**src/verilog/soc_defines.svh**
```systemverilog
// SoC bus fabric parameters
`ifndef SOC_DEFINES_SVH
`define SOC_DEFINES_SVH

////////////////////
// Bus widths
////////////////////

`define SOC_ADDR_W 32
`define SOC_DATA_W 64
`define SOC_STRB_W 8
`define APB_DATA_W 32

////////////////////
// Memory map
////////////////////

// L2 depth in 64-bit words
`define L2_WORDS   1024
`define DRAM_BASE  32'h8000_0000
`define DRAM_LEN   (`L2_WORDS * `SOC_STRB_W)
`define UART_BASE  32'hC000_0000
`define CTRL_BASE  32'hD000_0000
`define PERIPH_LEN 32'h0000_1000

// Control register offsets
`define CTRL_EXIT_OFS   12'h000
`define CTRL_CNT_EN_OFS 12'h008

`endif
```
**src/verilog/soc_pkg.sv**
```systemverilog
// SoC bus fabric types
package soc_pkg;

  `include "soc_defines.svh"

  ////////////////////
  // Decoded target
  ////////////////////

  typedef enum logic [1:0] {
    REGION_L2   = 2'd0,
    REGION_UART = 2'd1,
    REGION_CTRL = 2'd2,
    REGION_NONE = 2'd3
  } soc_region_e;

  ////////////////////
  // Address word
  ////////////////////

  // L2 sees word index and byte offset, peripherals see page and register offset
  typedef union packed {
    struct packed {
      logic [`SOC_ADDR_W-$clog2(`L2_WORDS)-$clog2(`SOC_STRB_W)-1:0] upper;
      logic [$clog2(`L2_WORDS)-1:0]                                 index;
      logic [$clog2(`SOC_STRB_W)-1:0]                               byte_ofs;
    } mem;
    struct packed {
      logic [`SOC_ADDR_W-13:0] page;
      logic [11:0]             offset;
    } periph;
  } soc_addr_u;

endpackage : soc_pkg

```
**src/verilog/soc_bus_ctrl.sv**
```systemverilog
// Host bus decoder and response
`timescale 1ns/100ps
`include "soc_defines.svh"

module soc_bus_ctrl (
  input  logic                   clk_i,
  input  logic                   rst_i,
  input  logic                   req_valid_i,
  input  logic [`SOC_ADDR_W-1:0] req_addr_i,
  input  logic                   l2_done_i,
  input  logic [`SOC_DATA_W-1:0] l2_rdata_i,
  input  logic                   uart_done_i,
  input  logic [`SOC_DATA_W-1:0] uart_rdata_i,
  input  logic                   uart_err_i,
  input  logic                   ctrl_done_i,
  input  logic [`SOC_DATA_W-1:0] ctrl_rdata_i,
  output logic                   l2_req_o,
  output logic                   uart_req_o,
  output logic                   ctrl_req_o,
  output logic                   rsp_valid_o,
  output logic [`SOC_DATA_W-1:0] rsp_rdata_o,
  output logic                   rsp_err_o
);

  import soc_pkg::*;

  soc_region_e            region;
  logic                   busy_q;
  logic                   accept;
  logic                   err_done_q;
  logic                   done_any;
  logic                   rsp_valid_q;
  logic                   rsp_err_q;
  logic [`SOC_DATA_W-1:0] rsp_rdata_q;

  ////////////////////
  // Address decode
  ////////////////////

  always_comb begin
    region = REGION_NONE;
    if (req_addr_i >= `DRAM_BASE && req_addr_i < `DRAM_BASE + `DRAM_LEN) begin
      region = REGION_L2;
    end else if (req_addr_i >= `UART_BASE && req_addr_i < `UART_BASE + `PERIPH_LEN) begin
      region = REGION_UART;
    end else if (req_addr_i >= `CTRL_BASE && req_addr_i < `CTRL_BASE + `PERIPH_LEN) begin
      region = REGION_CTRL;
    end
  end

  // Strobes while a request is in flight are dropped
  assign accept     = req_valid_i & ~busy_q;
  assign l2_req_o   = accept & (region == REGION_L2);
  assign uart_req_o = accept & (region == REGION_UART);
  assign ctrl_req_o = accept & (region == REGION_CTRL);

  assign done_any = l2_done_i | uart_done_i | ctrl_done_i | err_done_q;

  ////////////////////
  // Tracking
  ////////////////////

  always_ff @(posedge clk_i) begin
    if (rst_i) begin
      busy_q      <= 1'b0;
      err_done_q  <= 1'b0;
      rsp_valid_q <= 1'b0;
      rsp_err_q   <= 1'b0;
    end else begin
      err_done_q  <= accept & (region == REGION_NONE);
      rsp_valid_q <= done_any;
      if (accept) begin
        busy_q <= 1'b1;
      end else if (done_any) begin
        busy_q <= 1'b0;
      end
      if (done_any) begin
        rsp_err_q <= err_done_q | (uart_done_i & uart_err_i);
      end
    end
  end

  // Error responses carry zero data
  always_ff @(posedge clk_i) begin
    if (l2_done_i) begin
      rsp_rdata_q <= l2_rdata_i;
    end else if (uart_done_i) begin
      rsp_rdata_q <= uart_err_i ? '0 : uart_rdata_i;
    end else if (ctrl_done_i) begin
      rsp_rdata_q <= ctrl_rdata_i;
    end else if (err_done_q) begin
      rsp_rdata_q <= '0;
    end
  end

  assign rsp_valid_o = rsp_valid_q;
  assign rsp_rdata_o = rsp_rdata_q;
  assign rsp_err_o   = rsp_err_q;

endmodule : soc_bus_ctrl

```
**config.mk**
```make
export PLATFORM = sky130hd
export DESIGN_NAME = soc_bus_ctrl
export DESIGN_NICKNAME = d
export VERILOG_FILES = /design/src/verilog/soc_pkg.sv /design/src/verilog/soc_bus_ctrl.sv
export VERILOG_INCLUDE_DIRS = /design/src /design/src/verilog
export SDC_FILE = /design/constraint.sdc
export NUM_CORES = 1
export LEC_CHECK = 0
export BUFFER_PORTS_ARGS = -buffer_cell sky130_fd_sc_hd__buf_2
export CORE_AREA = 2 2 116 118
export DETAILED_ROUTE_END_ITERATION = 10
export DIE_AREA = 0 0 118 120
export PLACE_DENSITY = 0.57
export SLEW_MARGIN = 20
export SYNTH_ARGS = -nofsm -noshare
export SYNTH_HDL_FRONTEND = slang
export SYNTH_SLANG_ARGS = --single-unit
```
**constraint.sdc**
```tcl
create_clock -name clk_i -period 3 [get_ports clk_i]
set_clock_uncertainty 0.1 [all_clocks]
set_input_delay 0.6 -clock clk_i [delete_from_list [all_inputs] [get_ports clk_i]]
set_output_delay 0.6 -clock clk_i [all_outputs]
set_load 0.05 [all_outputs]
```
==> metrics.log <==
INFO  metric crit_path_start_kind = primary input
INFO  metric synth-seq-area-share = 59.0%
INFO  metric highest_ir_drop_seen_on_vdd = between 0.2 and 0.3 mV
INFO  metric fmaxAchievable = 0.372 GHz
INFO  metric layout-drive-gt1-share = 52.6%
INFO  metric avgSynthCellArea = between 10 and 15 um^2
INFO  metric insertion_delay_of_the_later_clocked_pin_in_the_worst_skew_pair = 0.32 ns
INFO  metric min_delay_path_depth = 2
INFO  metric worst-endpoint-arrival = 1.99 ns
INFO  metric ys_ff_latch = between 60 and 70
INFO  metric max_slew_headroom_at_the_worst_pin = between 60% and 70%
INFO  metric run_status = completed
INFO  metric yosysTopAreaCell = sky130_fd_sc_hd__edfxtp_1
INFO  metric cts_hold_repair.buffers = 0
INFO  metric asyncSetResetFlopFracSynth = 0%
INFO  metric mappedNetlistArea = 0.00339 mm^2
INFO  metric drt_first_iter_violations = 201
INFO  metric max_cap_violation_count = 0
INFO  metric postCtsResizedCells = 0
INFO  metric final.min_clock_period = 2.69 ns
INFO  metric worst_setup_hold_path_clk_slew = 0.05 ns
INFO  metric via_per_inst = roughly 4.6
INFO  metric timing.reg2reg.worst_path_depth = 3
INFO  metric yosys.area.top_type_share = 56.7%
INFO  metric power_density = approximately 540 mW/mm^2
INFO  metric tritoncts.num_buffers = 9
INFO  metric global_route.usage.total = between 10% and 20%
INFO  metric ctsLongestPathBuffers = 2
INFO  metric nFillCells = 1333
INFO  metric floorplan.initialDensity = 26.1%
INFO  metric power_leakage = 0.00248 uW
INFO  metric tritoncts = done
INFO  metric cp_max_fo = 3
INFO  metric cts_sinks = 68
INFO  metric final_max_slew_viol_count = 0
INFO  metric io_buffer_count = 287
INFO  metric grt_max_degree = 129
INFO  metric number_of_global_route_vias_before_repair = 3635
INFO  metric setup-violations-final = 0
INFO  metric synth-edff-count = 64
INFO  metric core_area = approximately 0.013 mm^2
INFO  metric cpMaxStageDelayCell = sky130_fd_sc_hd__nor4_1
INFO  metric vias = 3579
INFO  metric routability_driven_placement_congestion_ratio = 0.871
INFO  metric comb_power_share = 26.0%
INFO  metric pwr-share-clk = between 30% and 40%
INFO  metric final_min_period_over_clock_period = 89.6%
INFO  metric post_drt_wl_per_cell = around 14 um
INFO  metric worst_path_cell_trace = buf_2 -> nor4b_4 -> nand4_2 -> nor4_1 -> buf_2
INFO  metric placed_cells = 755
INFO  metric synth_ff_type = sky130_fd_sc_hd__edfxtp_1
INFO  metric cts.root.buffer_cell = sky130_fd_sc_hd__clkbuf_16
INFO  metric cpPeakStageDelay = 0.46 ns
INFO  metric clock_tree.htree_level_count = 3
INFO  metric power_frac_seq = between 40 and 50%
INFO  metric ys_top_cells_by_area = sky130_fd_sc_hd__edfxtp_1 (57%), sky130_fd_sc_hd__a22oi_1 (14%), sky130_fd_sc_hd__o21ai_1 (9.4%)
INFO  metric design.portCount = 300
INFO  metric finish.net_count = 821
INFO  metric hpwlAfterDp = 8630 um
INFO  metric globalRouteOverflowTotal = 0
INFO  metric final_cells = ~770
INFO  metric finalWirelength = ~11000 um
INFO  metric total_power = 2840 uW
INFO  metric crit_path_frequent_cell = sky130_fd_sc_hd__buf_2
INFO  metric dieArea = 0.0142 mm^2
INFO  metric rsz0062_at_grt = no
INFO  metric worst_pin_slew = 0.556 ns
INFO  metric postSynthCellCount = 314
INFO  metric timing.final.hold_violations = 0
INFO  metric drcViolationCount = 0
INFO  metric post_cts.repair.setup_buffers = 0
INFO  metric hold_class = primary input to flip-flop
INFO  metric syn2layout_area_growth = 54.2%
INFO  metric num_rows = 42
INFO  metric postRouteAntennaNets = 0
INFO  metric switching_share = 31.4%
INFO  metric grt_pass1_wl = between 15000 and 20000 um
INFO  metric ys_warn_count = 0
INFO  metric synth.lib_cells_used.distinct = 25
INFO  metric total_switching_power = 892 uW
INFO  metric 1st_pass_router_iterations = 5
INFO  metric die_width = between 100 and 150 um
INFO  metric syn_nets = 545
INFO  metric critical_path_required_time = around 2.3 ns
INFO  metric initial_antenna_violation_count = 1
INFO  metric cp-end-kind = output port
INFO  metric critPathKind = primary input to output port
INFO  metric power.internal = 1940 uW
INFO  metric layout.core_utilization = about 40%
INFO  metric synth.most_common_cell = sky130_fd_sc_hd__nand2_1
INFO  metric die_h = 120 um
INFO  metric netlist_top_cells_count = sky130_fd_sc_hd__nand2_1 (65), sky130_fd_sc_hd__a22oi_1 (64), sky130_fd_sc_hd__edfxtp_1 (64), sky130_fd_sc_hd__o21ai_1 (64), sky130_fd_sc_hd__clkbuf_1 (12)
[cell usage in the layout, fill, tap and decap left out, types with 2 or more instances in the layout]
master	count
sky130_fd_sc_hd__nand2_1	65
sky130_fd_sc_hd__nor4_1	4
sky130_fd_sc_hd__clkbuf_16	9
sky130_fd_sc_hd__o21ai_1	64
sky130_fd_sc_hd__buf_4	6
sky130_fd_sc_hd__edfxtp_1	64
sky130_fd_sc_hd__buf_2	286
sky130_fd_sc_hd__nor2_1	4
sky130_fd_sc_hd__clkbuf_1	3
sky130_fd_sc_hd__a22oi_1	64
sky130_fd_sc_hd__clkinv_2	3
sky130_fd_sc_hd__inv_1	2
sky130_fd_sc_hd__dfxtp_1	4
[routing by layer]
layer	up-vias	GRT usage (%)	wire, um
li1	1755	-	-
met1	1601	17.3	4370
met2	199	27.5	5550
met3	24	4.42	882
met4	0	7.68	299
met5	-	0	0
[cell type report]
type / instances / area, um^2 / share of cell area (%)
diodes: 1 / 2.50 / 0.0478
clock buffers: 13 / 250 / 4.78
clock inverters: 3 / 15.0 / 0.287
inverters: 3 / 11.3 / 0.215
multi-input cells: 215 / 1230 / 23.6
flip-flops and latches: 68 / 2000 / 38.3
well taps: 176 / 220 / 4.21
repair buffers: 293 / 1500 / 28.6
[path summary, 6_finish.rpt]
path / slack, ns / endpoint / startpoint
hold / removal: 0.38 / rsp_err_o / rst_i
setup / recovery: 0.31 / uart_req_o / req_addr_i[13]
hold reg to reg: 0.41 / busy_q / busy_q
setup reg to reg: 1.60 / rsp_rdata_o[26] / err_done_q
[power by group through the flow]
stage          clock network [uW]  registers (uW)  logic (uW)
2_1_floorplan                   0            1500         156
3_3_place_gp                    0            1180         734
3_5_place_dp                    0            1180         743
4_1_cts                       971            1170         744
5_1_grt                      1010            1170         788
6_report                      934            1160         737
[stage by stage]
| stage | hold WS [ns] | setup WS, ns | instance area (um^2) | setup TNS [ns] |
|---|---|---|---|---|
| floorplan | 0.349 | -0.285 | 3390 | -0.820 |
| global placement | 0.380 | 0.374 | 4960 | 0 |
| detailed placement | 0.386 | 0.334 | 4960 | 0 |
| CTS | 0.369 | 0.329 | 5230 | 0 |
| global route | 0.383 | 0.289 | 5230 | 0 |
| finish | 0.384 | 0.311 | 5230 | 0 |
[sequential cells by signal, indices dropped and copies added (netlist names)]
| register | flops |
|---|---|
| rsp_rdata_o | 64 |
| rsp_valid_o | 1 |
| rsp_err_o | 1 |
| busy_q | 1 |
| err_done_q | 1 |
[critical path: cells and delay by family]
kind,cells,cell delay [ns]
AND/OR/NAND/NOR,3,0.93
buffers and inverters,2,0.46
[logic make-up (layout without fill, tap and decap cells)]
| kind of cell | after synthesis | in the layout | synth area share, % |
|---|---|---|---|
| buf+inv | 31 | 312 | 4.91 |
| compound gates | 132 | 132 | 24.5 |
| flops | 68 | 68 | 59.0 |
| simple gates | 83 | 83 | 11.5 |
| other cells | 0 | 1 | 0 |
(Power assumes the default switching activity.)
