--- src/verilog/soc_defines.svh ---
// SoC bus fabric parameters
`ifndef SOC_DEFINES_SVH
`define SOC_DEFINES_SVH

////////////////////
// Bus widths
////////////////////

`define SOC_ADDR_W 32
`define SOC_DATA_W 64
`define SOC_STRB_W 8
`define APB_DATA_W 32

////////////////////
// Memory map
////////////////////

// L2 depth in 64-bit words
`define L2_WORDS   1024
`define DRAM_BASE  32'h8000_0000
`define DRAM_LEN   (`L2_WORDS * `SOC_STRB_W)
`define UART_BASE  32'hC000_0000
`define CTRL_BASE  32'hD000_0000
`define PERIPH_LEN 32'h0000_1000

// Control register offsets
`define CTRL_EXIT_OFS   12'h000
`define CTRL_CNT_EN_OFS 12'h008

`endif
--- src/verilog/soc_pkg.sv ---
// SoC bus fabric types
package soc_pkg;

  `include "soc_defines.svh"

  ////////////////////
  // Decoded target
  ////////////////////

  typedef enum logic [1:0] {
    REGION_L2   = 2'd0,
    REGION_UART = 2'd1,
    REGION_CTRL = 2'd2,
    REGION_NONE = 2'd3
  } soc_region_e;

  ////////////////////
  // Address word
  ////////////////////

  // L2 sees word index and byte offset, peripherals see page and register offset
  typedef union packed {
    struct packed {
      logic [`SOC_ADDR_W-$clog2(`L2_WORDS)-$clog2(`SOC_STRB_W)-1:0] upper;
      logic [$clog2(`L2_WORDS)-1:0]                                 index;
      logic [$clog2(`SOC_STRB_W)-1:0]                               byte_ofs;
    } mem;
    struct packed {
      logic [`SOC_ADDR_W-13:0] page;
      logic [11:0]             offset;
    } periph;
  } soc_addr_u;

endpackage : soc_pkg

--- src/verilog/apb_uart_bridge.sv ---
// APB bridge to the UART
`timescale 1ns/100ps
`include "soc_defines.svh"

module apb_uart_bridge (
  input  logic                   clk_i,
  input  logic                   rst_i,
  input  logic                   uart_req_i,
  input  logic                   req_we_i,
  input  logic [`SOC_ADDR_W-1:0] req_addr_i,
  input  logic [`SOC_DATA_W-1:0] req_wdata_i,
  output logic                   uart_psel_o,
  output logic                   uart_penable_o,
  output logic                   uart_pwrite_o,
  output logic [`SOC_ADDR_W-1:0] uart_paddr_o,
  output logic [`APB_DATA_W-1:0] uart_pwdata_o,
  input  logic [`APB_DATA_W-1:0] uart_prdata_i,
  input  logic                   uart_pready_i,
  input  logic                   uart_pslverr_i,
  output logic                   uart_done_o,
  output logic [`SOC_DATA_W-1:0] uart_rdata_o,
  output logic                   uart_err_o
);

  import soc_pkg::*;

  localparam logic [1:0] ST_IDLE   = 2'd0;
  localparam logic [1:0] ST_SETUP  = 2'd1;
  localparam logic [1:0] ST_ACCESS = 2'd2;

  soc_addr_u              addr;
  logic [1:0]             state_q;
  logic                   start;
  logic                   finish;
  logic                   hi_q;
  logic                   pwrite_q;
  logic [`SOC_ADDR_W-1:0] paddr_q;
  logic [`APB_DATA_W-1:0] pwdata_q;
  logic [`SOC_DATA_W-1:0] rdata_q;
  logic                   done_q;
  logic                   err_q;

  assign addr   = req_addr_i;
  assign start  = (state_q == ST_IDLE) & uart_req_i;
  assign finish = (state_q == ST_ACCESS) & uart_pready_i;

  ////////////////////
  // APB FSM
  ////////////////////

  always_ff @(posedge clk_i) begin
    if (rst_i) begin
      state_q <= ST_IDLE;
      done_q  <= 1'b0;
      err_q   <= 1'b0;
    end else begin
      done_q <= finish;
      case (state_q)
        ST_IDLE:   if (start) state_q <= ST_SETUP;
        ST_SETUP:  state_q <= ST_ACCESS;
        ST_ACCESS: if (uart_pready_i) state_q <= ST_IDLE;
        default:   state_q <= ST_IDLE;
      endcase
      if (finish) begin
        err_q <= uart_pslverr_i;
      end
    end
  end

  // Address bit 2 selects the 32-bit lane
  always_ff @(posedge clk_i) begin
    if (start) begin
      hi_q     <= addr.mem.byte_ofs[2];
      pwrite_q <= req_we_i;
      paddr_q  <= `UART_BASE + 32'(addr.periph.offset);
      pwdata_q <= addr.mem.byte_ofs[2] ? req_wdata_i[63:32] : req_wdata_i[31:0];
    end
    if (finish) begin
      rdata_q <= hi_q ? {uart_prdata_i, 32'b0} : {32'b0, uart_prdata_i};
    end
  end

  assign uart_psel_o    = (state_q != ST_IDLE);
  assign uart_penable_o = (state_q == ST_ACCESS);
  assign uart_pwrite_o  = pwrite_q;
  assign uart_paddr_o   = paddr_q;
  assign uart_pwdata_o  = pwdata_q;
  assign uart_done_o    = done_q;
  assign uart_rdata_o   = rdata_q;
  assign uart_err_o     = err_q;

endmodule : apb_uart_bridge

--- config.mk ---
export PLATFORM = sky130hd
export DESIGN_NAME = apb_uart_bridge
export DESIGN_NICKNAME = d
export VERILOG_FILES = /design/src/verilog/soc_pkg.sv /design/src/verilog/apb_uart_bridge.sv
export VERILOG_INCLUDE_DIRS = /design/src /design/src/verilog
export SDC_FILE = /design/constraint.sdc
export NUM_CORES = 1
export LEC_CHECK = 0
export BUFFER_PORTS_ARGS = -buffer_cell sky130_fd_sc_hd__buf_4
export CAP_MARGIN = 20
export CORE_AREA = 5 5 107 109
export CTS_CLUSTER_SIZE = 40
export DETAILED_ROUTE_END_ITERATION = 8
export DIE_AREA = 0 0 112 114
export PLACE_DENSITY = 0.84
export SYNTH_ARGS = -nofsm -noshare
export SYNTH_HDL_FRONTEND = slang
export SYNTH_SLANG_ARGS = --single-unit
export TNS_END_PERCENT = 1
--- constraint.sdc ---
create_clock -name clk_i -period 6.95 [get_ports clk_i]
set_clock_uncertainty 0.2 [all_clocks]
set_input_delay 0.3475 -clock clk_i [delete_from_list [all_inputs] [get_ports clk_i]]
set_output_delay 0.3475 -clock clk_i [all_outputs]
set_load 0.01 [all_outputs]
==> flow_summary.yaml, run 1 <==
floorplanning:
  coreArea_um2: 10500
  chipWidth_um: 112
  rows: 38
  fp.dieArea_um2: 12800
  die_y_um: 114
  start_util_pct: 43.4
  io_pins: 267
final_layout:
  n_fill_cell: 604
  area_growth_pct: 74.1
  nNetsFinal: 734
  drive_gt1_share_pct: 47.7
  diodes: 0
placement:
  hpwl_mm: 7.61
  portBuffers: 226
  place.gp.congestion: 0.776
logic_synthesis:
  syn-instance-count: 255
  synth_cell_types: 17
  synth-seq-area-share_pct: 73.5
  syn_area_um2: 4560
  synth_top_area_cell: "edfxtp_1"
  ys_warn_count: 0
  ys_top_cells_by_area: "edfxtp_1, mux2_4, nor2b_1"
  yosys_register_bits: 113
  synth_top_area_share_pct: 71.8
  avgSynthCellArea_um2: 17.9
sta:
  hold_ws_ps: 62.2
  worst_pin_slew_ps: 774
  fin_crit_ps: 2020
  finalCritPeriodShare_pct: 29.1
  slew_viol_final: 0
  max_slew_margin_pct: 48.4
  setup_violations: 0
  tns_ps: 0
  rsz0062_at_grt: "false"
  finalHoldViolCount: 0
  max_clock_freq_mhz: 495
power:
  total_power_mw: 1.82
  leakage_nw: 3.40
  ir_worst_vdd_mv: 0.123
  p_per_area_nw_per_um2: 229
global_routing:
  grt_usage_pct: 20.2
  grt_pass1_wl_mm: 19.3
  grt_pass1_vias: 3671
  grt.overflow.total: 0
  antenna_found_initial: 0
  grt_max_degree: 67
clock_tree:
  cts_buffers: 17
  worstSkewPairLatency_ps: 500
  cts.clk_slew.worst_paths_ps: 50
  clockBufferDepth: 2
  cts_tree: "yes"
  htreeDepth: 4
  cts-root-buf: "clkbuf_8"
  ctsResizeCount: 0
  cts.sinks: 113
worst_setup_path:
  setup.worst_path.start_class: "flip-flop"
  ff2ff_path_depth: 2
  critPathMaxFanout: 65
  crit_type: "flip-flop to primary output"
  cp.required_ps: 6400
  critical_path.endpoint_type: "primary output"
  worstPathArrival_ps: 1470
drt:
  drt-met1-wl_mm: 4.53
  wl_met3_mm: 1.19
  num_vias: 3324
  drt_iter0_drc: 149
  drt-total-wl_mm: 12.6
  drt-wirelength-per-cell_um: 16.7
  drt-vias-per-instance: 4.42
  wl_met2_mm: 6.66
  firstDrtPassIters: 4
  drtAntennaViolNets: 0
  highest_layer: "met4"
  remaining_drc_errors: 0
status:
  status: "completed"
job:
  maxCapViolations: 0
hold_path:
  hold_class: "input port to flip-flop"
  hold_depth: 3
state kept, by name (all words and copies together), names as in the netlist:
register / cells
uart_pwdata_o: 32
uart_paddr_o: 12
uart_err_o: 1
state_q: 2
uart_pwrite_o: 1
uart_rdata_o: 64
uart_done_o: 1
per-layer routing:
layer  track usage [%]  up-vias
li1                  -     1562
met1              21.2     1561
met2              35.0      187
met3              9.97       14
met4              7.53        0
met5                 0        -
timing repair:
item                      CTS  global route
buffers inserted            0             0
hold endpoints to repair  110             0
hold buffers              111             0
worst max-delay path: stages, from the launching register on:
cell and delay (ps):
edfxtp_1 310, buf_4 420, buf_4 210
power by group:
part           switching [mW]  internal [mW]  total, mW
sequential            0.00905          0.784      0.793
clock                   0.284          0.502      0.786
combinational          0.0900          0.151      0.241
total                   0.384           1.44       1.82
layout by cell type, fill, tap and decap left out, types with 3 or more instances in the layout:
cell type,instances
dfxtp_1,4
clkbuf_16,16
mux2_4,30
and2_1,32
edfxtp_1,109
nor2b_1,35
conb_1,20
clkinv_2,5
nand2b_1,3
buf_4,229
dlygate4sd3_1,111
cell usage after synthesis:
| library cell | number |
|---|---|
| a21oi_2 | 1 |
| and2_1 | 32 |
| and3b_1 | 1 |
| buf_2 | 7 |
| buf_4 | 21 |
| buf_6 | 4 |
| conb_1 | 2 |
| dfxtp_1 | 4 |
| edfxtp_1 | 109 |
| mux2_2 | 2 |
| mux2_4 | 30 |
| mux2i_1 | 1 |
| nand2b_1 | 3 |
| nor2b_1 | 35 |
| nor3b_1 | 1 |
| or2_2 | 1 |
| or3b_1 | 1 |
worst paths after layout:
| path | slack [ps] | end | startpoint |
|---|---|---|---|
| max | 4930 | uart_paddr_o[2] | uart_paddr_o[2] |
| min | 60 | state_q[0] | uart_req_i |
| max reg2reg | 5140 | uart_rdata_o[42] | state_q[0] |
| min reg2reg | 280 | uart_err_o | uart_err_o |
metrics by stage:
step                      worst slack [ps]  instance area [um2]  std cells  utilization, %
after detailed placement              5150                 6290        610            59.9
after floorplan                       2550                 4630        273               -
after CTS                             4880                 7940        752            75.6
after global placement                5160                 6290        610            59.9
after global routing                  4790                 7940        752            75.6
final                                 4930                 7940        752            75.6
cell families after synthesis:
logic type	after synthesis	share of synthesized area, %
flip-flops	113	73.5
AND/OR/NAND/NOR	74	10.3
multiplexers	33	10.6
buffers and inverters	32	5.21
other	2	0.165
AO/OA/AOI/OAI	1	0.192
cell type report:
type	count	area, um2	area share (%)
Tap cell	140	175	2.21
Multi-Input combinational cell	128	1040	13.1
Clock buffer	19	422	5.31
Timing Repair Buffer	340	2830	35.6
Clock inverter	12	118	1.48
Sequential cell	113	3350	42.2
No activity file was read; power rests on OpenSTA's default activity.
==> run 2, diff against run 1 <==
--- a/config.mk
+++ b/config.mk
@@ -8,11 +8,11 @@
 export LEC_CHECK = 0
 export BUFFER_PORTS_ARGS = -buffer_cell sky130_fd_sc_hd__buf_4
 export CAP_MARGIN = 20
-export CORE_AREA = 5 5 107 109
+export CORE_AREA = 5 5 108 110
 export CTS_CLUSTER_SIZE = 40
 export DETAILED_ROUTE_END_ITERATION = 8
-export DIE_AREA = 0 0 112 114
-export PLACE_DENSITY = 0.84
+export DIE_AREA = 0 0 113 115
+export PLACE_DENSITY = 0.83
 export SYNTH_ARGS = -nofsm -noshare
 export SYNTH_HDL_FRONTEND = slang
 export SYNTH_SLANG_ARGS = --single-unit
==> constraint.sdc (replaced) <==
create_clock -name clk_i -period 2 [get_ports clk_i]
set_clock_uncertainty 0.2 [all_clocks]
set_input_delay 0.1 -clock clk_i [delete_from_list [all_inputs] [get_ports clk_i]]
set_output_delay 0.1 -clock clk_i [all_outputs]
set_load 0.01 [all_outputs]
==> run 2 against run 1 <==
  * Clock power grew to 3.9 times the previous value
  * Via count grew 1.8%
  * Combinational power grew to 3.6 times the previous value
  * Critical endpoint is now state_q[1]
  * Highest routed layer unchanged
  * Register-to-register slack lost 4900 ps
  * Cell area grew 1.5%
  * Critical path type is now flip-flop to flip-flop
  * Core utilization grew 0.46 points
  * Largest power group is now clock
  * Count of clock-buffer cells in the layout shrank 1
==> flow_summary.yaml, run 2 (synthesis gave the netlist of run 1 again) <==
status:
  status: "completed"
power:
  p_per_area_nw_per_um2: 828
  total_power_mw: 6.67
  leakage_nw: 3.44
  ir_worst_vdd_mv: 0.455
worst_setup_path:
  setup.worst_path.start_class: "flip-flop"
  crit_type: "flip-flop to flip-flop"
  critPathMaxStageDelay_ps: 550
  reg2reg_slack_ps: 240
  worst_path_max_delay_cell: "dlygate4sd3_1"
  critical_path.endpoint_type: "flip-flop"
  worst_r2r_endpoint: "state_q[1]"
  critPathMaxFanout: 6
  crit_path_start: "state_q[1]"
  worstPathCellList: "or3b_1 -> a21oi_2 -> dlygate4sd3_1"
  ff2ff_path_depth: 3
  cp.required_ps: 2240
  worstPathArrival_ps: 2000
  reg2reg_from: "state_q[1]"
floorplanning:
  rows: 38
  die_y_um: 115
  io_pins: 267
  chipWidth_um: 113
  fp.dieArea_um2: 13000
  start_util_pct: 43.0
  coreArea_um2: 10600
sta:
  max_slew_margin_pct: 61.6
  finalCritPeriodShare_pct: 88.0
  slew_viol_final: 0
  max_clock_freq_mhz: 568
  rsz0062_at_grt: "false"
  fin_crit_ps: 1760
  finalHoldViolCount: 0
  worst_pin_slew_ps: 575
  setup_violations: 0
  setup_slack_ps: 240
clock_tree:
  clockBufferDepth: 2
  cts-root-buf: "clkbuf_8"
  worstSkewPairLatency_ps: 500
  post-cts-setup-buffers: 0
  cts.sinks: 113
  cts_buffers: 17
  cts.clk_slew.worst_paths_ps: 60
  htreeDepth: 4
  cts_tree: "yes"
placement:
  dp_slack_ps: 480
  hpwl_mm: 7.59
  place.gp.congestion: 0.770
  portBuffers: 226
  place_area_um2: 6340
drt:
  drt-total-wl_mm: 12.9
  drt_iter0_drc: 124
  drt-wirelength-per-cell_um: 17.0
  firstDrtPassIters: 6
  drtAntennaViolNets: 0
  remaining_drc_errors: 0
  drt-vias-per-instance: 4.48
  num_vias: 3385
global_routing:
  grt_max_degree: 67
  antenna_found_initial: 0
  grt_pass1_wl_mm: 19.1
  grt_usage_pct: 19.7
  grt_pass1_vias: 3604
  grt.overflow.total: 0
final_layout:
  layout_commonest_cell: "buf_4"
  nNetsFinal: 735
  final_area_um2: 8060
  layout_common_cells: "buf_4, dlygate4sd3_1, edfxtp_1"
  area_growth_pct: 76.8
  drive_gt1_share_pct: 48.2
  largest_register_ff_count: 64
hold_path:
  min_from: "uart_req_i"
  min_to: "uart_pwrite_o"
  hold_depth: 3
  hold_class: "input port to flip-flop"
job:
  maxCapViolations: 0
## run 2: area by class of cell
type	count	area, um2
Clock buffer	18	418
Timing Repair Buffer	341	2880
Multi-Input combinational cell	128	1050
Tap cell	140	175
Antenna cell	1	2.50
Fill cell	580	2540
Clock inverter	14	188
Sequential cell	113	3350
## run 2: through the flow
step                utilization (%)  setup TNS, ps  hold slack (ps)  std cells
floorplan                         -          -8460            -37.6        273
global placement               59.8              0             78.3        611
detailed placement             59.8              0             79.6        611
CTS                            76.0              0             14.8        754
global route                   76.0              0             23.5        754
finish                         76.0              0             28.3        755
## run 2: metal layers
| metal | track usage, % | vias up | routed length (um) |
|---|---|---|---|
| met5 | 0 | - | 0 |
| met3 | 7.16 | 22 | 1330 |
| met1 | 21.3 | 1593 | 4660 |
| met2 | 34.8 | 202 | 6640 |
| li1 | - | 1568 | - |
| met4 | 8.73 | 0 | 238 |
## run 2: what timing repair did
action	4_1_cts	5_1_grt
hold endpoints to repair	112	0
hold buffers	111	0
gates resized for setup	0	0
## run 2: worst max path at each step
stage | endpoint | slack (ps)
2_1_floorplan | uart_paddr_o[0] | -190
3_3_place_gp | uart_rdata_o[38] | 520
3_5_place_dp | uart_rdata_o[20] | 480
4_1_cts | state_q[1] | 230
5_1_grt | state_q[1] | 160
6_report | state_q[1] | 240
## run 2: critical path: cells and delay by family, from the launching register on
kind | cells | cell delay [ps]
AO/OA/AOI/OAI | 1 | 120
buffers and inverters | 1 | 550
flip-flops | 1 | 440
AND/OR/NAND/NOR | 1 | 400
## run 2: report_power, final
group | total, mW | internal, mW | switching, mW
sequential | 2.76 | 2.72 | 0.0338
clock | 3.06 | 2.02 | 1.04
combinational | 0.858 | 0.538 | 0.321
