[src/verilog/soc_defines.svh]
// SoC bus fabric parameters
`ifndef SOC_DEFINES_SVH
`define SOC_DEFINES_SVH

////////////////////
// Bus widths
////////////////////

`define SOC_ADDR_W 32
`define SOC_DATA_W 64
`define SOC_STRB_W 8
`define APB_DATA_W 32

////////////////////
// Memory map
////////////////////

// L2 depth in 64-bit words
`define L2_WORDS   1024
`define DRAM_BASE  32'h8000_0000
`define DRAM_LEN   (`L2_WORDS * `SOC_STRB_W)
`define UART_BASE  32'hC000_0000
`define CTRL_BASE  32'hD000_0000
`define PERIPH_LEN 32'h0000_1000

// Control register offsets
`define CTRL_EXIT_OFS   12'h000
`define CTRL_CNT_EN_OFS 12'h008

`endif
[src/verilog/soc_pkg.sv]
// SoC bus fabric types
package soc_pkg;

  `include "soc_defines.svh"

  ////////////////////
  // Decoded target
  ////////////////////

  typedef enum logic [1:0] {
    REGION_L2   = 2'd0,
    REGION_UART = 2'd1,
    REGION_CTRL = 2'd2,
    REGION_NONE = 2'd3
  } soc_region_e;

  ////////////////////
  // Address word
  ////////////////////

  // L2 sees word index and byte offset, peripherals see page and register offset
  typedef union packed {
    struct packed {
      logic [`SOC_ADDR_W-$clog2(`L2_WORDS)-$clog2(`SOC_STRB_W)-1:0] upper;
      logic [$clog2(`L2_WORDS)-1:0]                                 index;
      logic [$clog2(`SOC_STRB_W)-1:0]                               byte_ofs;
    } mem;
    struct packed {
      logic [`SOC_ADDR_W-13:0] page;
      logic [11:0]             offset;
    } periph;
  } soc_addr_u;

endpackage : soc_pkg

[src/verilog/ctrl_regs.sv]
// Control registers
`timescale 1ns/100ps
`include "soc_defines.svh"

module ctrl_regs (
  input  logic                   clk_i,
  input  logic                   rst_i,
  input  logic                   ctrl_req_i,
  input  logic                   req_we_i,
  input  logic [`SOC_ADDR_W-1:0] req_addr_i,
  input  logic [`SOC_DATA_W-1:0] req_wdata_i,
  input  logic [`SOC_STRB_W-1:0] req_be_i,
  output logic                   ctrl_done_o,
  output logic [`SOC_DATA_W-1:0] ctrl_rdata_o,
  output logic [`SOC_DATA_W-1:0] exit_o,
  output logic [`SOC_DATA_W-1:0] hw_cnt_en_o
);

  import soc_pkg::*;

  soc_addr_u              addr;
  logic                   sel_exit;
  logic                   sel_cnt_en;
  logic [`SOC_DATA_W-1:0] exit_q;
  logic [`SOC_DATA_W-1:0] cnt_en_q;
  logic [`SOC_DATA_W-1:0] rdata_q;
  logic                   done_q;

  // Byte-enabled update of one register
  function automatic logic [`SOC_DATA_W-1:0] be_merge(
    input logic [`SOC_DATA_W-1:0] old_v,
    input logic [`SOC_DATA_W-1:0] new_v,
    input logic [`SOC_STRB_W-1:0] be
  );
    logic [`SOC_DATA_W-1:0] res;
    res = old_v;
    for (int b = 0; b < `SOC_STRB_W; b++) begin
      if (be[b]) begin
        res[8*b +: 8] = new_v[8*b +: 8];
      end
    end
    return res;
  endfunction

  assign addr       = req_addr_i;
  assign sel_exit   = (addr.periph.offset == `CTRL_EXIT_OFS);
  assign sel_cnt_en = (addr.periph.offset == `CTRL_CNT_EN_OFS);

  always_ff @(posedge clk_i) begin
    if (rst_i) begin
      exit_q   <= '0;
      cnt_en_q <= '0;
      done_q   <= 1'b0;
    end else begin
      done_q <= ctrl_req_i;
      if (ctrl_req_i && req_we_i && sel_exit) begin
        exit_q <= be_merge(exit_q, req_wdata_i, req_be_i);
      end
      if (ctrl_req_i && req_we_i && sel_cnt_en) begin
        cnt_en_q <= be_merge(cnt_en_q, req_wdata_i, req_be_i);
      end
    end
  end

  // Unmapped offsets read as zero
  always_ff @(posedge clk_i) begin
    if (ctrl_req_i) begin
      rdata_q <= sel_exit ? exit_q : (sel_cnt_en ? cnt_en_q : '0);
    end
  end

  assign ctrl_done_o  = done_q;
  assign ctrl_rdata_o = rdata_q;
  assign exit_o       = exit_q;
  assign hw_cnt_en_o  = cnt_en_q;

endmodule : ctrl_regs

[config.mk]
export PLATFORM = sky130hd
export DESIGN_NAME = ctrl_regs
export DESIGN_NICKNAME = d
export VERILOG_FILES = /design/src/verilog/soc_pkg.sv /design/src/verilog/ctrl_regs.sv
export VERILOG_INCLUDE_DIRS = /design/src /design/src/verilog
export SDC_FILE = /design/constraint.sdc
export NUM_CORES = 1
export LEC_CHECK = 0
export ABC_AREA = 1
export BUFFER_PORTS_ARGS = -buffer_cell sky130_fd_sc_hd__buf_2
export CORE_UTILIZATION = 45
export CTS_CLUSTER_SIZE = 16
export DETAILED_ROUTE_END_ITERATION = 6
export PLACE_DENSITY_LB_ADDON = 0.15
export SKIP_LAST_GASP = 1
export SYNTH_ARGS = -nofsm -noshare
export SYNTH_HDL_FRONTEND = slang
export SYNTH_SLANG_ARGS = --single-unit
[constraint.sdc]
create_clock -name clk_i -period 2.9 [get_ports clk_i]
set_clock_uncertainty 0.1 [all_clocks]
set_input_delay 0.435 -clock clk_i [delete_from_list [all_inputs] [get_ports clk_i]]
set_output_delay 0.435 -clock clk_i [all_outputs]
set_load 0.005 [all_outputs]
==> out/metrics.yaml, run 1 <==
setup_path:
  cp_slowest_cell: "nor2_4"
  crit_top_cell: "nor2_1"
  cp-end-kind: "flop"
  r2r-end: "ctrl_rdata_o[57]"
  cp.arrival_ns: 2.17
  slowest_delay_ns: 0.39
  reg2reg_depth: 2
  path_buf_inv: 2
  critPathKind: "input port to flop"
  crit_family: "simple AND/OR/NAND/NOR gates"
  crit_path_start: "req_addr_i[9]"
  critPathLaunchType: "input port"
  path_max_fanout: 16
  r2r_setup_slack_ns: 2.05
  r2r-start: "hw_cnt_en_o[57]"
  worstPathCellList: "buf_2, nor2_1, nand2_1, nor2_4, buf_4, nand4_2, nor2_1, nor2_1"
  critPathRequiredTime_ns: 3.11
min_path:
  hold_depth: 2
  hold_path.class: "input port to flop"
  hold_end: "ctrl_done_o"
  hp-start: "rst_i"
power_and_ir_drop:
  ir_worst_vdd_uv: 412
  powerDensity_nw_per_um2: 528
  p_leak_nw: 5.52
clock_tree:
  path_clk_slew_ns: 0.07
  ctsResizeCount: 0
  cts-buffers-inserted: 17
  htreeDepth: 4
  holdBufCountCts: 0
  cts.path.max_buffers: 2
  cts_root_buf: "clkbuf_16"
  cts_setup_buffers: 0
  clk_latency_ns: 0.43
  cts_sinks: 193
  cts_tree: "done"
drt:
  routed_wl_um: 20700
  viasPerCell: 4.62
  avgRoutedWirePerCell_um: 13.9
  first_pass_iters: 5
  route.detailed.drc: 0
  drtIter0Drc: 399
  drt.antenna.violating_nets: 0
  vias: 6888
timing:
  layout_setup_ws_ns: 0.942
  worst_pin_slew_ns: 0.945
  maxSlewViolCount: 0
  hold_viol: 0
  max_freq_mhz: 511
  timing.final.crit_period_ns: 1.96
  slew_headroom: 0.370
  timing.final.crit_share: 0.675
  rsz0062_at_grt: "false"
  setup-tns-final_ns: 0
  setup_violations: 0
cells_and_area:
  num-nets-final: 1357
  drive_above_1_share: 0.271
  fillers: 1617
  area_delta_synth_final_pct: 28.0
  post-route-util: 0.588
global_route:
  grt-ovfl-total: 0
  grt_pass1_vias: 6169
  grt_pass1_wl_um: 31600
  antenna_found_initial: 4
  grt_max_degree: 66
  gr-usage-all-layers: 0.227
placed_design:
  pre_cts_slack_ns: 0.468
  post-dp-hpwl_um: 14000
  port_buffers: 280
  gp_congestion: 0.801
floorplanning:
  die_y_um: 134
  rows: 48
  die_area_um2: 18100
  num_io_pins: 301
  coreArea_um2: 17200
  die_x_um: 134
  initial_core_util: 0.459
synthesis:
  postSynthCellCount: 980
  synth.distinct_cells: 19
  netlist_area_um2: 7890
  yosys_warnings: 0
  synth.net_count: 1088
  yosysSeqAreaShare: 0.571
  syn_avg_cell_area_um2: 8.05
  synth-seq-cells: 193
outcome:
  status: "finished clean"
job:
  max_cap_violations: 0
==> state kept, by name, summed over array words and instances (netlist names) <==
signal / flops
exit_o: 64
ctrl_done_o: 1
hw_cnt_en_o: 64
ctrl_rdata_o: 64
==> cell families (layout without fill, tap and decap cells) <==
family	after synthesis	count (layout)	synth area share
and+or+nand+nor	544	544	0.287
DFF	193	193	0.571
buffers and inverters	179	461	0.0907
AOI/OAI and AO/OA	64	64	0.0508
other	0	4	0
==> routing by layer <==
metal / vias up / GRT usage / part of all wire / wire length (µm)
met3: 28 / 0.0703 / 0.087 / 1800
met4: 0 / 0.0880 / 0.021 / 435
li1: 3570 / - / - / -
met2: 257 / 0.372 / 0.47 / 9830
met1: 3033 / 0.280 / 0.42 / 8660
met5: - / 0 / 0 / 0
==> metrics by stage <==
stage | instance area, µm² | std cells | hold WS (ns) | power (mW)
after floorplan | 7890 | 980 | 0.406 | 2.94
after global placement | 9510 | 1455 | 0.418 | 3.08
after detailed placement | 9510 | 1455 | 0.421 | 3.08
after CTS | 10100 | 1487 | 0.106 | 5.38
after global routing | 10100 | 1490 | 0.113 | 5.48
final | 10100 | 1491 | 0.110 | 5.33
==> Yosys cell counts, drive strengths merged <==
library cell / instances / area share
buf: 28 / 0.019
nor2: 264 / 0.13
edfxtp: 64 / 0.24
o22ai: 64 / 0.051
nand2: 264 / 0.13
nand4: 16 / 0.030
clkbuf: 16 / 0.0076
dfxtp: 129 / 0.33
inv: 135 / 0.064
==> worst max path at each step <==
stage	end	depth (start not counted)
after floorplan	ctrl_rdata_o[15]	7
after global placement	exit_o[15]	8
after detailed placement	exit_o[11]	8
after CTS	exit_o[9]	9
after global routing	exit_o[14]	9
final	exit_o[11]	8
==> cell type report <==
class | count | area [µm²] | share of cell area
multi-input combinational | 608 | 2670 | 0.264
tap | 225 | 282 | 0.0279
inverter | 135 | 508 | 0.0503
clock buffer | 25 | 539 | 0.0534
antenna | 4 | 10.0 | 0.000991
timing repair buffer | 294 | 1540 | 0.153
clock inverter | 7 | 45.0 | 0.00446
sequential | 193 | 4500 | 0.446
==> worst reg2reg max path, cell delays in order, from the launching register on <==
cell	delay, ns
dfxtp_1	0.32
inv_1	0.07
o22ai_1	0.09
==> where the power goes <==
part           total, mW  internal [mW]  switching [mW]  leakage (nW)
logic              0.195         0.0721           0.123          3.53
clock network       2.31           1.30            1.01         0.289
registers           2.82           2.82         0.00718          1.70
total               5.33           4.19            1.14          5.52
==> layout by cell type, fill, tap and decap left out, drive strengths merged <==
| cell type | instances |
|---|---|
| buf | 294 |
| nor2 | 264 |
| nand2 | 264 |
| inv | 135 |
| dfxtp | 129 |
| o22ai | 64 |
| edfxtp | 64 |
| clkbuf | 25 |
| nand4 | 16 |
| clkinv | 6 |
| diode | 4 |
| clkinvlp | 1 |
Power figures use the tool's default switching activity.
==> run 2, diff against run 1 <==
==> constraint.sdc (replaced) <==
create_clock -name clk_i -period 1.96 [get_ports clk_i]
set_clock_uncertainty 0.1 [all_clocks]
set_input_delay 0.294 -clock clk_i [delete_from_list [all_inputs] [get_ports clk_i]]
set_output_delay 0.294 -clock clk_i [all_outputs]
set_load 0.005 [all_outputs]
==> run 2 against run 1 <==
Effect of this change: worst setup slack worse by 0.48 ns; cell count up 3.6%; count of clock-buffer cells in the layout down 5; clock power up 61%; sequential share of layout area down 2.7 points; worst hold slack worse by 0.091 ns; first-iteration DRC count down 2.0%; register-to-register slack worse by 0.95 ns; combinational power up 92%; die area unchanged; sequential cell count unchanged.
==> out/metrics.yaml, run 2 (synthesis gave the netlist of run 1 again) <==
clock_tree:
  cts-buffers-inserted: 17  # unchanged
  clk_latency_ns: 0.42  # about the same
  cts.path.max_buffers: 2  # unchanged
  cts_sinks: 193  # unchanged
  htreeDepth: 4  # unchanged
  path_clk_slew_ns: 0.06  # about the same
  ctsResizeCount: 0  # unchanged
  cts_tree: "done"
  cts_root_buf: "clkbuf_16"
global_route:
  antenna_found_initial: 4  # unchanged
  grt-ovfl-total: 0  # unchanged
  grt_max_degree: 66  # unchanged
  grt_pass1_wl_um: 33000  # +4.6%
  gr-usage-all-layers: 0.235  # +0.00755
  grt_pass1_vias: 6607  # +7.1%
power_and_ir_drop:
  powerDensity_nw_per_um2: 770  # +46%
  switching_share: 0.211  # -0.00335
  internal_power_mw: 6.52  # +56%
  ir_worst_vdd_uv: 577  # +40%
  p_leak_nw: 5.78  # +4.8%
  p_seq_frac: 0.505  # -0.025
  combPwrFrac: 0.045  # +0.008
  clockPowerShare: 0.450  # +0.016
  fin_total_pwr_mw: 8.27  # +55%
  power_switching_mw: 1.75  # +53%
timing:
  whs_ns: 0.0194  # -0.0910 ns
  rsz0062_at_grt: "false"
  worst_pin_slew_ns: 0.532  # -0.413 ns
  slew_headroom: 0.645  # +0.275
  maxSlewViolCount: 0  # unchanged
  timing.final.crit_period_ns: 1.50
  setup-tns-final_ns: 0  # unchanged
  hold_viol: 0  # unchanged
  max_freq_mhz: 669
  setup_violations: 0  # unchanged
  timing.final.crit_share: 0.763
drt:
  topRoutingLayerUsed: "met4"
  drt.antenna.violating_nets: 0  # unchanged
  route.detailed.drc: 0  # unchanged
  avgRoutedWirePerCell_um: 13.8  # -0.49%
  routed_wl_um: 21400  # +3.0%
  viasPerCell: 4.65  # +0.70%
  first_pass_iters: 5  # unchanged
  drtIter0Drc: 391  # -2.0%
  wl_met3_um: 1520  # -15%
  wl_met1_um: 8980  # +3.6%
  vias: 7183  # +4.3%
  met2_wirelength_um: 10300  # +5.2%
floorplanning:
  num_io_pins: 301  # unchanged
  die_x_um: 134  # unchanged
  die_area_um2: 18100  # unchanged
  die_y_um: 134  # unchanged
  initial_core_util: 0.459  # unchanged
  rows: 48  # unchanged
  coreArea_um2: 17200  # unchanged
outcome:
  status: "finished clean"
cells_and_area:
  multi_input_area_um2: 2670  # unchanged
  final_common_cell: "buf_2"
  area_delta_synth_final_pct: 36.1
  regArea_um2: 4500  # unchanged
  fillers: 1548  # -4.3%
  drive_above_1_share: 0.263  # -0.00788
  final_area_um2: 10700  # +6.3%
  num-nets-final: 1410  # +3.9%
  final_cell_mix: "buf_2 (280), nor2_1 (261), nand2_1 (261)"
min_path:
  hold_path.class: "input port to flop"
setup_path:
  slowest_delay_ns: 0.52  # +0.13 ns
  cp-end-kind: "flop"
  worstPathCellList: "dlygate4sd3_1, buf_2, clkinv_2, buf_12, nand2_1, nor2_1"
  cp_slowest_cell: "dlygate4sd3_1"
  cp.arrival_ns: 1.71  # -0.46 ns
  path_buf_inv: 4  # +2
  critPathRequiredTime_ns: 2.17  # -0.94 ns
  critPathKind: "input port to flop"
  critPathLaunchType: "input port"
  crit_family: "buffers and inverters"
  path_max_fanout: 58  # +42
job:
  max_cap_violations: 0  # unchanged
placed_design:
  dpl_cell_area_um2: 9600  # +1.0%
  gp_congestion: 0.804  # +0.41%
  port_buffers: 280  # unchanged
  post-dp-hpwl_um: 14100  # +0.52%
[run 2: cell count changes in the layout (fill, tap and decap cells not counted), sizes merged]
cell,delta
dlygate4sd3,+50
clkbuf,-5
bufinv,+4
buf,+3
inv,+2
clkinv,-1
[run 2: cell type report]
class | instances | share of cell area
clock buffers | 20 | 0.0416
multi-input cells | 608 | 0.248
inverters | 135 | 0.0473
flip-flops and latches | 193 | 0.419
well taps | 225 | 0.0262
repair buffers | 347 | 0.199
diodes | 4 | 0.000932
clock inverters | 12 | 0.0165
[run 2: path summary, 6_finish.rpt]
path	cells after the start	start	slack, ns	to
worst min register to register	4	exit_o[45]	0.43	exit_o[45]
worst min-delay path	3	req_wdata_i[58]	0.02	hw_cnt_en_o[58]
worst max-delay path	6	rst_i	0.46	exit_o[51]
worst max register to register	2	hw_cnt_en_o[57]	1.10	ctrl_rdata_o[57]
[run 2: repair_timing]
item / CTS / global route
buffers inserted: 0 / 0
hold endpoints to repair: 73 / 0
hold buffers: 50 / 0
[run 2: stage by stage]
step / util / worst slack, ns / instances
floorplan: - / 0.394 / 980
global placement: 0.559 / 0.155 / 1458
detailed placement: 0.559 / 0.147 / 1458
CTS: 0.625 / 0.497 / 1540
global route: 0.625 / 0.406 / 1543
finish: 0.625 / 0.465 / 1544
[run 2: power groups by stage]
| stage | registers (mW) | clock network, mW | logic [mW] |
|---|---|---|---|
| final | 4.18 | 3.72 | 0.374 |
| after global routing | 4.18 | 3.92 | 0.404 |
| after CTS | 4.18 | 3.79 | 0.375 |
| after detailed placement | 4.27 | 0 | 0.295 |
| after global placement | 4.27 | 0 | 0.295 |
| after floorplan | 4.28 | 0 | 0.0685 |
[run 2: metal layers]
metal,up-vias,track usage
li1,3669,-
met1,3245,0.281
met5,-,0
met3,31,0.0676
met4,0,0.0943
met2,238,0.396
[run 2: worst register-to-register path: cells and delay by family (launching register included)]
family | cells | cell delay (ns)
buffers and inverters | 1 | 0.05
flip-flops | 1 | 0.33
AO/OA/AOI/OAI | 1 | 0.20
